File: src/hdl/lock_pkg.sv
package lock_pkg;

    typedef logic [3:0] key_t;                     // 0..9 are digits

    localparam key_t KEY_ENTER  = 4'd10;
    localparam key_t KEY_CANCEL = 4'd11;
    localparam key_t KEY_ADMIN  = 4'd12;
    localparam key_t KEY_NONE   = 4'd15;           // also used for unwired lines

    // display word, read either as three digit nibbles or as one glyph
    typedef union packed {
        logic [2:0][3:0] digit;                    // digit[0] is the newest
        logic [11:0]     raw;
    } display_t;

    localparam logic [11:0] GLYPH_BLANK  = 12'hFFF;
    localparam logic [11:0] GLYPH_PASS   = 12'hBCC;
    localparam logic [11:0] GLYPH_LOCKED = 12'h000;

    localparam display_t SECRET_CODE = display_t'(12'h246);
    localparam int MAX_TRIES = 4;                  // wrong codes before lockout
    localparam int TRY_W     = 3;
    localparam int CODE_LEN  = 3;

    // tone patterns, lengths in clock cycles
    localparam int CLICK_CYCLES = 2000;
    localparam int CLICK_HALF   = 50;
    localparam int PASS_CYCLES  = 6000;
    localparam int PASS_HALF    = 25;
    localparam int FAIL_CYCLES  = 3000;
    localparam int FAIL_HALF    = 100;
    localparam int FAIL_GAP_LO  = 1000;            // silent part of the fail tone
    localparam int FAIL_GAP_HI  = 2000;

    localparam int DUR_W  = $clog2(PASS_CYCLES);   // pass is the longest pattern
    localparam int HALF_W = $clog2(FAIL_HALF);     // fail has the longest half period

    localparam int PAT_W = 2;
    localparam logic [PAT_W-1:0] PAT_IDLE  = 2'd0;
    localparam logic [PAT_W-1:0] PAT_CLICK = 2'd1;
    localparam logic [PAT_W-1:0] PAT_PASS  = 2'd2;
    localparam logic [PAT_W-1:0] PAT_FAIL  = 2'd3;

    // keypad line to key code, index is the line number
    localparam key_t KEYMAP [16] = '{
        KEY_ENTER,                                 // line 0
        KEY_NONE,
        KEY_NONE,
        4'd0,
        KEY_NONE,
        4'd3,
        4'd2,
        4'd1,
        KEY_ADMIN,                                 // line 8
        4'd6,
        4'd5,
        4'd4,
        KEY_CANCEL,                                // line 12
        4'd9,
        4'd8,
        4'd7
    };

endpackage

File: src/hdl/key_decoder.sv
module key_decoder (
    input  logic           clk,
    input  logic           arst_n,
    input  logic [15:0]    onehot,
    output logic           key_strobe,
    output lock_pkg::key_t key_code
);

    logic [15:0]    sample_q;                      // current keypad sample
    logic [15:0]    prev_q;                        // sample one cycle older
    logic           single;
    logic           changed;
    lock_pkg::key_t code_lu;

    // exactly one line set
    assign single  = (sample_q != '0) && ((sample_q & (sample_q - 16'd1)) == '0);
    assign changed = (sample_q != prev_q);

    always_comb begin
        code_lu = lock_pkg::KEY_NONE;
        for (int i = 0; i < 16; i++) begin
            if (sample_q[i]) begin
                code_lu = lock_pkg::KEYMAP[i];
            end
        end
    end

    always_ff @(posedge clk or negedge arst_n) begin
        if (!arst_n) begin
            sample_q   <= '0;
            prev_q     <= '0;
            key_strobe <= 1'b0;
        end else begin
            sample_q   <= onehot;
            prev_q     <= sample_q;
            // held keys give no second strobe, release counts as a change
            key_strobe <= changed && single && (code_lu != lock_pkg::KEY_NONE);
        end
    end

    always_ff @(posedge clk) begin
        key_code <= code_lu;                       // only read with key_strobe
    end

endmodule

File: src/hdl/code_entry.sv
module code_entry (
    input  logic               clk,
    input  logic               arst_n,
    input  logic               key_strobe,
    input  lock_pkg::key_t     key_code,
    input  logic               locked,
    input  logic               clear_entry,
    output lock_pkg::display_t entry,
    output logic [1:0]         digit_count,
    output logic               enter_req,
    output logic               cancel_req,
    output logic               admin_req,
    output logic               key_click
);

    logic is_digit;
    logic is_cancel;
    logic room;

    assign is_digit  = key_strobe && (key_code < lock_pkg::KEY_ENTER);   // codes below enter
    assign is_cancel = key_strobe && (key_code == lock_pkg::KEY_CANCEL);
    assign room      = (digit_count < 2'(lock_pkg::CODE_LEN));

    always_ff @(posedge clk or negedge arst_n) begin
        if (!arst_n) begin
            entry.raw   <= lock_pkg::GLYPH_BLANK;
            digit_count <= 2'd0;
            enter_req   <= 1'b0;
            cancel_req  <= 1'b0;
            admin_req   <= 1'b0;
            key_click   <= 1'b0;
        end else begin
            // commands pass through even while locked
            enter_req  <= key_strobe && (key_code == lock_pkg::KEY_ENTER);
            cancel_req <= is_cancel;
            admin_req  <= key_strobe && (key_code == lock_pkg::KEY_ADMIN);
            key_click  <= 1'b0;

            if (clear_entry || is_cancel) begin
                entry.raw   <= lock_pkg::GLYPH_BLANK;
                digit_count <= 2'd0;
            end else if (is_digit && !locked && room) begin
                entry.digit <= {entry.digit[1:0], key_code};   // newest into low nibble
                digit_count <= digit_count + 2'd1;
                key_click   <= 1'b1;
            end
        end
    end

endmodule

File: src/hdl/code_checker.sv
module code_checker (
    input  logic                       clk,
    input  logic                       arst_n,
    input  lock_pkg::display_t         entry,
    input  logic [1:0]                 digit_count,
    input  logic                       enter_req,
    input  logic                       cancel_req,
    input  logic                       admin_req,
    output logic                       clear_entry,
    output logic                       locked,
    output logic                       unlocked,
    output logic [lock_pkg::TRY_W-1:0] tries,
    output lock_pkg::display_t         display,
    output logic                       pass_evt,
    output logic                       fail_evt
);

    logic                       attempt;
    logic [lock_pkg::TRY_W-1:0] tries_nxt;
    logic                       locked_nxt;
    logic                       unlocked_nxt;
    logic                       pass_nxt;
    logic                       fail_nxt;
    lock_pkg::display_t         display_nxt;

    // short entries are ignored
    assign attempt = enter_req && (digit_count == 2'(lock_pkg::CODE_LEN)) && !locked;

    always_comb begin
        tries_nxt    = tries;
        locked_nxt   = locked;
        unlocked_nxt = unlocked;
        pass_nxt     = 1'b0;
        fail_nxt     = 1'b0;

        if (admin_req) begin
            tries_nxt    = '0;
            locked_nxt   = 1'b0;
            unlocked_nxt = 1'b0;
        end else if (cancel_req) begin
            unlocked_nxt = 1'b0;
        end else if (attempt) begin
            if (entry == lock_pkg::SECRET_CODE) begin
                unlocked_nxt = 1'b1;
                pass_nxt     = 1'b1;
            end else begin
                tries_nxt = tries + 1'b1;
                fail_nxt  = 1'b1;
                if (tries_nxt == lock_pkg::TRY_W'(lock_pkg::MAX_TRIES)) begin
                    locked_nxt = 1'b1;
                end
            end
        end

        // blank while the entry clear is still on its way back
        if (locked_nxt) begin
            display_nxt.raw = lock_pkg::GLYPH_LOCKED;
        end else if (unlocked_nxt) begin
            display_nxt.raw = lock_pkg::GLYPH_PASS;
        end else if (fail_nxt || clear_entry) begin
            display_nxt.raw = lock_pkg::GLYPH_BLANK;
        end else begin
            display_nxt = entry;
        end
    end

    always_ff @(posedge clk or negedge arst_n) begin
        if (!arst_n) begin
            tries       <= '0;
            locked      <= 1'b0;
            unlocked    <= 1'b0;
            pass_evt    <= 1'b0;
            fail_evt    <= 1'b0;
            clear_entry <= 1'b0;
            display.raw <= lock_pkg::GLYPH_BLANK;
        end else begin
            tries       <= tries_nxt;
            locked      <= locked_nxt;
            unlocked    <= unlocked_nxt;
            pass_evt    <= pass_nxt;
            fail_evt    <= fail_nxt;
            clear_entry <= fail_nxt;               // wrong code empties the entry
            display     <= display_nxt;
        end
    end

endmodule

File: src/hdl/buzzer_sequencer.sv
module buzzer_sequencer (
    input  logic clk,
    input  logic arst_n,
    input  logic key_click,
    input  logic pass_evt,
    input  logic fail_evt,
    output logic buzzer
);

    logic [lock_pkg::PAT_W-1:0]  pattern;
    logic [lock_pkg::PAT_W-1:0]  start_pat;
    logic [lock_pkg::DUR_W-1:0]  dur_cnt;
    logic [lock_pkg::DUR_W-1:0]  dur_nxt;
    logic [lock_pkg::DUR_W-1:0]  dur_lim;
    logic [lock_pkg::HALF_W-1:0] half_cnt;
    logic [lock_pkg::HALF_W-1:0] half_lim;
    logic                        in_gap;

    // pass beats fail beats click
    always_comb begin
        if (pass_evt) begin
            start_pat = lock_pkg::PAT_PASS;
        end else if (fail_evt) begin
            start_pat = lock_pkg::PAT_FAIL;
        end else if (key_click) begin
            start_pat = lock_pkg::PAT_CLICK;
        end else begin
            start_pat = lock_pkg::PAT_IDLE;
        end
    end

    // limits of the running pattern
    always_comb begin
        case (pattern)
            lock_pkg::PAT_CLICK: begin
                dur_lim  = lock_pkg::DUR_W'(lock_pkg::CLICK_CYCLES - 1);
                half_lim = lock_pkg::HALF_W'(lock_pkg::CLICK_HALF - 1);
            end
            lock_pkg::PAT_PASS: begin
                dur_lim  = lock_pkg::DUR_W'(lock_pkg::PASS_CYCLES - 1);
                half_lim = lock_pkg::HALF_W'(lock_pkg::PASS_HALF - 1);
            end
            lock_pkg::PAT_FAIL: begin
                dur_lim  = lock_pkg::DUR_W'(lock_pkg::FAIL_CYCLES - 1);
                half_lim = lock_pkg::HALF_W'(lock_pkg::FAIL_HALF - 1);
            end
            default: begin
                dur_lim  = '0;
                half_lim = '0;
            end
        endcase
    end

    assign dur_nxt = dur_cnt + 1'b1;
    assign in_gap  = (pattern == lock_pkg::PAT_FAIL)
                  && (dur_nxt >= lock_pkg::DUR_W'(lock_pkg::FAIL_GAP_LO))
                  && (dur_nxt <  lock_pkg::DUR_W'(lock_pkg::FAIL_GAP_HI));

    always_ff @(posedge clk or negedge arst_n) begin
        if (!arst_n) begin
            pattern  <= lock_pkg::PAT_IDLE;
            dur_cnt  <= '0;
            half_cnt <= '0;
            buzzer   <= 1'b0;
        end else if (start_pat != lock_pkg::PAT_IDLE) begin
            pattern  <= start_pat;                 // restart on any new event
            dur_cnt  <= '0;
            half_cnt <= '0;
            buzzer   <= 1'b1;
        end else if (pattern != lock_pkg::PAT_IDLE) begin
            if (dur_cnt == dur_lim) begin
                pattern  <= lock_pkg::PAT_IDLE;    // pattern done
                dur_cnt  <= '0;
                half_cnt <= '0;
                buzzer   <= 1'b0;
            end else begin
                dur_cnt <= dur_nxt;
                if (half_cnt == half_lim) begin
                    half_cnt <= '0;
                    buzzer   <= ~buzzer;
                end else begin
                    half_cnt <= half_cnt + 1'b1;
                end
                if (in_gap) begin
                    buzzer <= 1'b0;                // tone keeps its phase through the gap
                end
            end
        end
    end

endmodule

File: src/hdl/code_lock_top.sv
module code_lock_top (
    input  logic                       clk,
    input  logic                       arst_n,
    input  logic [15:0]                onehot,
    output lock_pkg::display_t         display,
    output logic [lock_pkg::TRY_W-1:0] tries,
    output logic                       locked,
    output logic                       unlocked,
    output logic                       buzzer
);

    logic               key_strobe;
    lock_pkg::key_t     key_code;
    lock_pkg::display_t entry;
    logic [1:0]         digit_count;
    logic               enter_req;
    logic               cancel_req;
    logic               admin_req;
    logic               key_click;
    logic               clear_entry;
    logic               pass_evt;
    logic               fail_evt;

    key_decoder key_decoder_inst (
        .clk        (clk),
        .arst_n     (arst_n),
        .onehot     (onehot),
        .key_strobe (key_strobe),
        .key_code   (key_code)
    );

    code_entry code_entry_inst (
        .clk         (clk),
        .arst_n      (arst_n),
        .key_strobe  (key_strobe),
        .key_code    (key_code),
        .locked      (locked),                     // fed back from the checker
        .clear_entry (clear_entry),
        .entry       (entry),
        .digit_count (digit_count),
        .enter_req   (enter_req),
        .cancel_req  (cancel_req),
        .admin_req   (admin_req),
        .key_click   (key_click)
    );

    code_checker code_checker_inst (
        .clk         (clk),
        .arst_n      (arst_n),
        .entry       (entry),
        .digit_count (digit_count),
        .enter_req   (enter_req),
        .cancel_req  (cancel_req),
        .admin_req   (admin_req),
        .clear_entry (clear_entry),
        .locked      (locked),
        .unlocked    (unlocked),
        .tries       (tries),
        .display     (display),
        .pass_evt    (pass_evt),
        .fail_evt    (fail_evt)
    );

    buzzer_sequencer buzzer_sequencer_inst (
        .clk       (clk),
        .arst_n    (arst_n),
        .key_click (key_click),
        .pass_evt  (pass_evt),
        .fail_evt  (fail_evt),
        .buzzer    (buzzer)
    );

endmodule

File: config.mk
export PLATFORM = sky130hd
export DESIGN_NAME = code_lock_top
export DESIGN_NICKNAME = d
export VERILOG_FILES = /design/src/hdl/lock_pkg.sv /design/src/hdl/key_decoder.sv /design/src/hdl/code_entry.sv /design/src/hdl/code_checker.sv /design/src/hdl/buzzer_sequencer.sv /design/src/hdl/code_lock_top.sv
export SDC_FILE = /design/constraint.sdc
export NUM_CORES = 1
export LEC_CHECK = 0
export ABC_AREA = 1
export BUFFER_PORTS_ARGS = -buffer_cell sky130_fd_sc_hd__buf_2
export CORE_MARGIN = 2
export CORE_UTILIZATION = 50
export DETAILED_ROUTE_END_ITERATION = 8
export PLACE_DENSITY_LB_ADDON = 0.1
export SYNTH_ARGS = -nofsm -noshare
export SYNTH_HDL_FRONTEND = slang
export SYNTH_SLANG_ARGS = --single-unit
File: constraint.sdc
create_clock -name clk -period 1.96 [get_ports clk]
set_input_delay 0.196 -clock clk [delete_from_list [all_inputs] [get_ports clk]]
set_output_delay 0.196 -clock clk [all_outputs]
set_load 0.02 [all_outputs]
# After elaboration in Yosys (flattened, before gate mapping)
# Index checks and enable logic that the tools add are counted.
# totals
ff_bits	97
latchBits	0
mem_bits_rw	0
mem_bits_ro	0
input_bits	18
out_inout_bits	18
memories	0
# op_classes
n_addsub	5
multipliers	0
div_mod_pow	0
n_lt_le_gt_ge	4
n_eq_ne	15
shift	0
muxes	66
bitwise	2
n_reduce_logical	28
# op_table
cell	n
two-way mux 12 bit	5
two-way mux 4 bit	15
two-way mux 13 bit	3
case mux 13 bit (3 select lines)	1
two-way mux 7 bit	4
two-way mux 1 bit	25
case mux 7 bit (3 select lines)	1
AND 16 bit	1
logical NOT 16 bit	1
inequality test 16 bit	1
nonzero test 16 bit	1
subtractor 16 x 1 -> 16 bit, second input constant	1
two-way mux 3 bit	5
two-way mux 2 bit	7
adder 13 x 1 -> 13 bit, second input constant	1
equality test 13 bit	1
greater-or-equal comparator 13 x 10 -> 1 bit, second input constant	1
logical AND 1 bit	13
less-than comparator 13 x 11 -> 1 bit, second input constant	1
equality test 12 x 10 -> 1 bit, second input constant	1
equality test 4 bit, second input constant	3
nonzero test 2 bit	6
adder 7 x 1 -> 7 bit, second input constant	1
equality test 7 bit	1
other kinds (15)	20

# Logic depth before layout (Yosys ltp)
# Gate-level depths: netlist of the first run.
# depth
word_depth	18
depth_mapped	13

# Cells and area by module
# From an unflattened synthesis of the first run, not the netlist that was laid out.
# unflattened
cells_unflattened	641
area_unflattened_um2	5266.3
# modules_own_cells
mod	n_inst	cells_each	area_per_inst_um2
buzzer_sequencer	1	252	1784.2
key_decoder	1	182	1604.0
code_checker	1	106	972.2
code_entry	1	101	905.9

# Worst setup path before layout of the first run
# Ideal clock, no wire load.
# synth_timing
path_kind	register to register
start	register buzzer_sequencer_inst.pattern[0] (netlist name)
end	register buzzer_sequencer_inst.dur_cnt[11] (netlist name)
setup_time_ps	130
arrival_ps	1637
required_ps	1830
setup_slack_ps	194
stages_incl_launch_ff	12
path_buffers	0
path_cell_list	dfrtp_1 inv_1 ha_1 nor2_1 nand2_1 nand2_1 nand2_1 nor2_2 nand4_4 nand2_4 a21oi_2 o21bai_1
# synth_between
elab_chain_cells	6
# synth_rtl
element	line	source
start, declared	buzzer_sequencer.sv:10	logic [lock_pkg::PAT_W-1:0] pattern;
start signal, assigned	buzzer_sequencer.sv:61	pattern <= lock_pkg::PAT_IDLE;
start signal, assigned	buzzer_sequencer.sv:66	pattern <= start_pat;
start signal, assigned	buzzer_sequencer.sv:72	pattern <= lock_pkg::PAT_IDLE;
equality test 2 bit or equality test 2 x 1 -> 1 bit (tied branches)	buzzer_sequencer.sv:34	case (pattern)
case mux 13 bit (3 select lines)	buzzer_sequencer.sv:34	
equality test 13 bit	buzzer_sequencer.sv:71	if (dur_cnt == dur_lim) begin
two-way mux 13 bit	buzzer_sequencer.sv:71	
two-way mux 13 bit	buzzer_sequencer.sv:70	end else if (pattern != lock_pkg::PAT_IDLE) begin
two-way mux 13 bit	buzzer_sequencer.sv:65	end else if (start_pat != lock_pkg::PAT_IDLE) begin
end signal, assigned	buzzer_sequencer.sv:77	dur_cnt <= dur_nxt;
end, declared	buzzer_sequencer.sv:12	logic [lock_pkg::DUR_W-1:0] dur_cnt;
# Parallel ways exist; a longest one is shown, timed or not. The select of a mux whose other input is x is not followed.
# A chain may end at the register's enable or synchronous reset.

# Worst setup path in the final report of the first run
# Ends and elaborated chain as after synthesis.

==> results of run 1 <==
cell type report:
type | instances | area, um^2 | share of cell area, %
clock buffers | 10 | 127.6 | 2.377
repair buffers | 60 | 432.9 | 8.063
inverters | 71 | 266.5 | 4.964
multi-input cells | 340 | 1912 | 35.61
well taps | 111 | 138.9 | 2.587
flip-flops and latches | 97 | 2440 | 45.44
clock inverters | 6 | 51.30 | 0.9555
repair_timing:
action,4_1_cts,5_1_grt
endpoints found under the hold margin,85,0
pin swaps,0,2
gates resized for setup,1,8
setup buffers,1,2
hold buffers,17,0
setup endpoints to repair,3,23
critical path: cells and delay by family, from the launching register on:
family | cells | cell delay [ns]
DFF | 1 | 0.42
buffers and inverters | 1 | 0.15
xor gates and xnor gates | 1 | 0.13
and+or+nand+nor | 5 | 0.61
adders and majority gates | 1 | 0.21
AOI/OAI and AO/OA | 2 | 0.18
sequential cells by signal, summed over array words and instances (netlist names), 2 cells and up:
signal                          cells
key_decoder_inst.sample_q          16
buzzer_sequencer_inst.dur_cnt      13
code_checker_inst.display          12
key_decoder_inst.key_code           4
code_entry_inst.digit_count         2
code_entry_inst.entry              12
key_decoder_inst.prev_q            16
buzzer_sequencer_inst.pattern       2
code_checker_inst.tries             3
buzzer_sequencer_inst.half_cnt      7
per-layer routing:
layer,wire (um),share of wire [%],GRT usage [%],up-vias
met5,0,0,0,-
met4,197,2.2,8.008,0
met3,375,4.1,2.994,17
met2,4227,46,31.18,73
met1,4301,47,28.26,1677
li1,-,-,-,1793
power breakdown:
part           total (mW)  switching, mW  internal [mW]
clock                1.21          0.724          0.482
sequential           2.09         0.0405           2.05
combinational       0.181         0.0964         0.0842
total                3.47          0.861           2.61
stage by stage:
step                total power [mW]  util [%]
finish                         3.473     58.94
global route                   3.619     58.94
CTS                            3.521     58.56
detailed placement             2.281     54.48
global placement               2.277     54.48
floorplan                      2.197         -
worst paths after layout:
| check | start | end | slack (ns) | cells past startpoint |
|---|---|---|---|---|
| max | buzzer_sequencer_inst.pattern[0] | buzzer_sequencer_inst.dur_cnt[11] | 0.14 | 10 |
| min | arst_n | buzzer_sequencer_inst.dur_cnt[3] | 0.39 | 3 |
| max reg2reg | buzzer_sequencer_inst.pattern[0] | buzzer_sequencer_inst.dur_cnt[11] | 0.14 | 10 |
| min reg2reg | key_decoder_inst.key_code[1] | code_entry_inst.admin_req | 0.42 | 1 |
| max in group asynchronous | arst_n | code_checker_inst.display[3] | 1.17 | 3 |
| min in group clk | key_decoder_inst.key_code[1] | code_entry_inst.admin_req | 0.42 | 1 |
cell families after synthesis:
kind of cell	after synthesis
AOI/OAI and AO/OA	70
and+or+nand+nor	227
xor gates and xnor gates	33
DFF	97
buffers and inverters	76
adders and majority gates	9
muxes	1
cell usage in the layout, fill, tap and decap left out, types with 6 or more instances in the layout:
cell type      netlist  routed
nand2_1             84      84
dfrtp_1             69      67
nor2_1              65      65
inv_1               66      64
nand3_1             34      34
buf_2                3      34
dfstp_2             24      24
o21ai_0             17      17
dlygate4sd3_1        0      17
xnor2_1             16      16
xor2_1              16      16
a21oi_1             15      15
nor3_1              12      12
o22ai_1             10      10
o21ai_1              9       9
clkbuf_8             0       9
nand4_1              8       8
a22oi_1              7       7
buf_4                0       7
inv_2                4       6
nor2_2               6       6
==> flow_metrics.py, run 1 <==
metrics = {
    "outcome": {
        "status": "finished clean",
    },
    "synth": {
        "synth-compound-area-share_pct": 8.953,
        "ys_seq_area_share_pct": 52.69,
        "synth_top_area_cell": "dfrtp_1",
        "synth_top_area_share_pct": 37.33,
        "synthesis.area_um2": 4626,
        "yosysUniqueCellTypes": 43,
        "postSynthCellCount": 513,
        "synth-edff-count": 0,
        "async_reset_ff_share_pct": 95.88,
        "yosys.area_share.xor_xnor_pct": 6.411,
        "yosys_warnings": 0,
        "synthMuxAreaShare_pct": 0.2164,
        "yosys.area_share.simple_pct": 22.88,
        "synth_top_family_by_area": "simple AND/OR/NAND/NOR gates",
        "synth_adder_area_share_pct": 2.434,
        "ys_top_cells_by_area": "dfrtp_1 37%, dfstp_2 14%, nand2_1 6.8%, inv_1 5.4%, nor2_1 5.3%",
        "yosys-top-cells-count": "84 x nand2_1, 69 x dfrtp_1, 66 x inv_1",
        "syn_nets": 540,
        "synth_ff_type": "dfrtp_1",
        "syn_avg_cell_area_um2": 9.017,
        "synth_most_common_cell": "nand2_1",
        "synth_seq_cells": 97,
    },
    "final_layout": {
        "drive_above_1_share_pct": 20.03,
        "final_cells": 695,
        "layout.nets": 606,
        "nFillCells": 828,
        "area_delta_synth_final_pct": 16.07,
        "fin_area_um2": 5369,
        "num_antenna_cells": 0,
    },
    "timing": {
        "worst_pin_slew_ns": 0.4854,
        "period_share_pct": 92.94,
        "whs_ns": 0.3860,
        "slew-limit-headroom_pct": 67.64,
        "finalHoldViolCount": 0,
        "maxSlewViolCount": 0,
        "rsz0062_at_grt": "false",
        "skew_ns": 0.009477,
        "layout_min_cycle_time_ns": 1.822,
        "fmax_ghz": 0.5489,
        "setup_violations": 0,
        "fin_ws_ns": 0.1383,
        "fin_setup_tns_ns": 0,
    },
    "route": {
        "drcViolationCount": 0,
        "drt_iter0_markers": 158,
        "vias": 3560,
        "ant_nets": 0,
        "wire_per_inst_um": 13.10,
        "first_pass_iters": 4,
        "routed_wl_mm": 9.102,
        "vias_per_cell": 5.122,
    },
    "floorplanning": {
        "core_um2": 9109,
        "rows": 35,
        "die_h_um": 100.2,
        "fp.dieArea_um2": 10040,
        "die_width_um": 100.2,
        "initial_core_util_pct": 50.78,
        "num_io_pins": 36,
    },
    "clocking": {
        "insertion_delay_ns": 0.37,
        "htreeDepth": 3,
        "clk_pin_slew_ns": 0.10,
        "tritoncts": "built",
        "cts.sinks": 97,
        "cts_buffers": 9,
        "cts_buffer_depth": 2,
        "cts_root_buffer": "clkbuf_8",
    },
    "setup_path": {
        "critPathLaunchType": "register",
        "worst_path_largest_cell_delay_ns": 0.42,
        "endpoint_kind": "register",
        "path_cells": "buf_4 -> ha_2 -> nor2_8 -> xor2_2 -> nand2_1 -> nor2_2 -> nand4_4 -> nand2_4 -> a21oi_2 -> o21bai_1",
        "worstSetupPathType": "reg -> reg",
        "slowest_stage": "dfrtp_1",
        "worstPathArrival_ns": 2.07,
        "crit_fanout": 7,
        "cp.required_ns": 2.21,
    },
    "global_route": {
        "antenna_found_initial": 0,
        "grt_pass1_vias": 3405,
        "grt_util_all_layers_pct": 19.99,
        "overflow": 0,
        "grt_first_pass_wirelength_mm": 15.95,
        "grt_max_degree": 94,
    },
    "placement": {
        "place.port_buffers": 35,
        "postPlaceCellArea_um2": 4962,
        "gp_congestion": 0.8962,
        "hpwl_mm": 6.540,
        "placed_cells": 659,
        "place_ws_ns": -0.005917,
    },
    "min_path": {
        "hold_path_class": "in -> async",
    },
    "power_and_ir_drop": {
        "power_density_nw_per_um2": 646.8,
        "peakVddDrop_mv": 0.3917,
        "p_leak_nw": 2.505,
    },
    "flow_run": {
        "cap_violations": 0,
    },
}
No activity file was read; power rests on OpenSTA's default activity.
==> inputs of run 2 (changes only) <==
CORE_UTILIZATION = 60   (was 50)
==> flow_metrics.py, run 2 (synthesis gave the netlist of run 1 again) <==
metrics = {
    "outcome": {
        "status": "finished clean",
    },
    "clocking": {
        "cts.sinks": 97,
        "insertion_delay_ns": 0.36,
        "clk_pin_slew_ns": 0.09,
        "cts_buffers": 9,
        "cts_root_buffer": "clkbuf_8",
        "tritoncts": "built",
        "cts_buffer_depth": 2,
        "htreeDepth": 3,
    },
    "floorplanning": {
        "die_width_um": 91.81,
        "die_h_um": 91.81,
        "rows": 32,
        "fp.dieArea_um2": 8428,
        "num_io_pins": 36,
        "initial_core_util_pct": 60.81,
        "core_um2": 7607,
    },
    "timing": {
        "fin_setup_tns_ns": 0,
        "layout_min_cycle_time_ns": 1.925,
        "maxSlewViolCount": 0,
        "whs_ns": 0.2230,
        "finalHoldViolCount": 0,
        "worst_pin_slew_ns": 0.4141,
        "period_share_pct": 98.23,
        "setup_violations": 0,
        "fmax_ghz": 0.5194,
        "slew-limit-headroom_pct": 72.36,
        "skew_ns": 0.008362,
    },
    "final_layout": {
        "nFillCells": 576,
        "layout.nets": 611,
        "seqCellArea_um2": 2437,
        "final_cells": 691,
        "final_cell_mix": "84 x nand2_1, 69 x dfrtp_1, 65 x inv_1",
        "drive_above_1_share_pct": 20.20,
        "area_delta_synth_final_pct": 16.36,
        "utilization_pct": 70.76,
        "final_common_cell": "nand2_1",
        "num_antenna_cells": 0,
        "reg.largest.list": "key_decoder_inst.prev_q (16), key_decoder_inst.sample_q (16), buzzer_sequencer_inst.dur_cnt (13)",
        "multi_input_area_um2": 1932,
    },
    "placement": {
        "placed_cells": 650,
        "place.port_buffers": 35,
        "hpwl_mm": 6.727,
        "gp_congestion": 0.8678,
    },
    "route": {
        "drt_iter0_markers": 297,
        "ant_nets": 0,
        "vias": 3747,
        "vias_per_cell": 5.423,
        "wire_per_inst_um": 13.68,
        "drcViolationCount": 0,
        "routed_wl_mm": 9.452,
        "first_pass_iters": 5,
    },
    "setup_path": {
        "crit_family": "simple AND/OR/NAND/NOR gates",
        "r2r-end": "buzzer_sequencer_inst.pattern[0]",
        "worst-path-buf-inv": 2,
        "worstPathArrival_ns": 2.16,
        "crit_top_cell": "nand2_1",
        "cp.required_ns": 2.20,
        "crit_fanout": 5,
        "rr_worst_depth": 11,
        "critPathLaunchType": "register",
        "path_cells": "buf_4 -> ha_2 -> nor2_8 -> xor2_2 -> nand2_1 -> nor2_4 -> nand4_4 -> nand2_1 -> nand2_1 -> inv_1 -> o22ai_1",
        "worst_path_largest_cell_delay_ns": 0.43,
        "worstSetupPathType": "reg -> reg",
        "r2r_start": "buzzer_sequencer_inst.pattern[0]",
        "endpoint_kind": "register",
        "rrSetupSlack_ns": 0.03,
        "slowest_stage": "dfrtp_1",
    },
    "power_and_ir_drop": {
        "peakVddDrop_mv": 0.4966,
        "p_leak_nw": 2.539,
        "power_density_nw_per_um2": 637.4,
    },
    "global_route": {
        "grt_util_all_layers_pct": 23.41,
        "antenna_found_initial": 0,
        "overflow": 0,
        "grt_first_pass_wirelength_mm": 15.66,
        "grt_pass1_vias": 3478,
        "grt_max_degree": 58,
    },
    "flow_run": {
        "cap_violations": 0,
    },
    "min_path": {
        "hold_path_class": "in -> async",
    },
}
run 2: power breakdown:
part / internal [mW] / switching [mW] / leakage, nW
combinational: 0.0855 / 0.0989 / 1.28
clock: 0.473 / 0.687 / 0.0852
sequential: 2.05 / 0.0406 / 1.17
total: 2.60 / 0.827 / 2.54
run 2: what timing repair did:
action	CTS	global route
hold buffers	17	0
gates cloned	0	1
endpoints found under the setup margin	3	21
gates resized for setup	1	6
pin swaps	0	0
buffers inserted	2	5
hold endpoints to repair	36	0
run 2: cell type report:
cell class | count | area share (%)
Sequential cell | 97 | 45.28
Multi-Input combinational cell | 341 | 35.89
Timing Repair Buffer | 64 | 8.368
Inverter | 71 | 4.951
Clock buffer | 11 | 2.441
Tap cell | 102 | 2.371
Clock inverter | 5 | 0.6974
run 2: layer usage:
layer / global-route usage [%] / vias up / wire length, um
li1: - / 1808 / -
met1: 30.36 / 1772 / 4111
met2: 38.66 / 140 / 4629
met3: 3.862 / 27 / 490
met4: 10.95 / 0 / 221
met5: 0 / - / 0
run 2: worst max-delay path by stage:
stage / start / endpoint / slack, ns / cells after the start
floorplan: buzzer_sequencer_inst.pattern[0] / buzzer_sequencer_inst.dur_cnt[11] / 0.19 / 11
global placement: buzzer_sequencer_inst.pattern[0] / buzzer_sequencer_inst.dur_cnt[11] / 0.05 / 9
detailed placement: buzzer_sequencer_inst.pattern[0] / buzzer_sequencer_inst.dur_cnt[11] / -0.02 / 11
CTS: buzzer_sequencer_inst.pattern[1] / buzzer_sequencer_inst.pattern[0] / 0.03 / 12
global route: buzzer_sequencer_inst.pattern[0] / buzzer_sequencer_inst.pattern[0] / -0.07 / 11
finish: buzzer_sequencer_inst.pattern[0] / buzzer_sequencer_inst.pattern[0] / 0.03 / 11
run 2: per-stage QoR:
step	setup slack [ns]	power, mW	instance area, um^2
floorplan	0.1938	2.197	4626
global placement	0.04656	2.276	4951
detailed placement	-0.01551	2.282	4951
CTS	0.02909	3.459	5308
global route	-0.07327	3.572	5383
finish	0.03473	3.431	5383
run 2: worst reg2reg max path: cells and delay by family, from the launching register on:
| family | cells | cell delay, ns |
|---|---|---|
| fa+ha+maj | 1 | 0.21 |
| buf+inv | 2 | 0.27 |
| xor+xnor | 1 | 0.13 |
| compound gates | 1 | 0.08 |
| simple gates | 6 | 0.68 |
| flops | 1 | 0.43 |
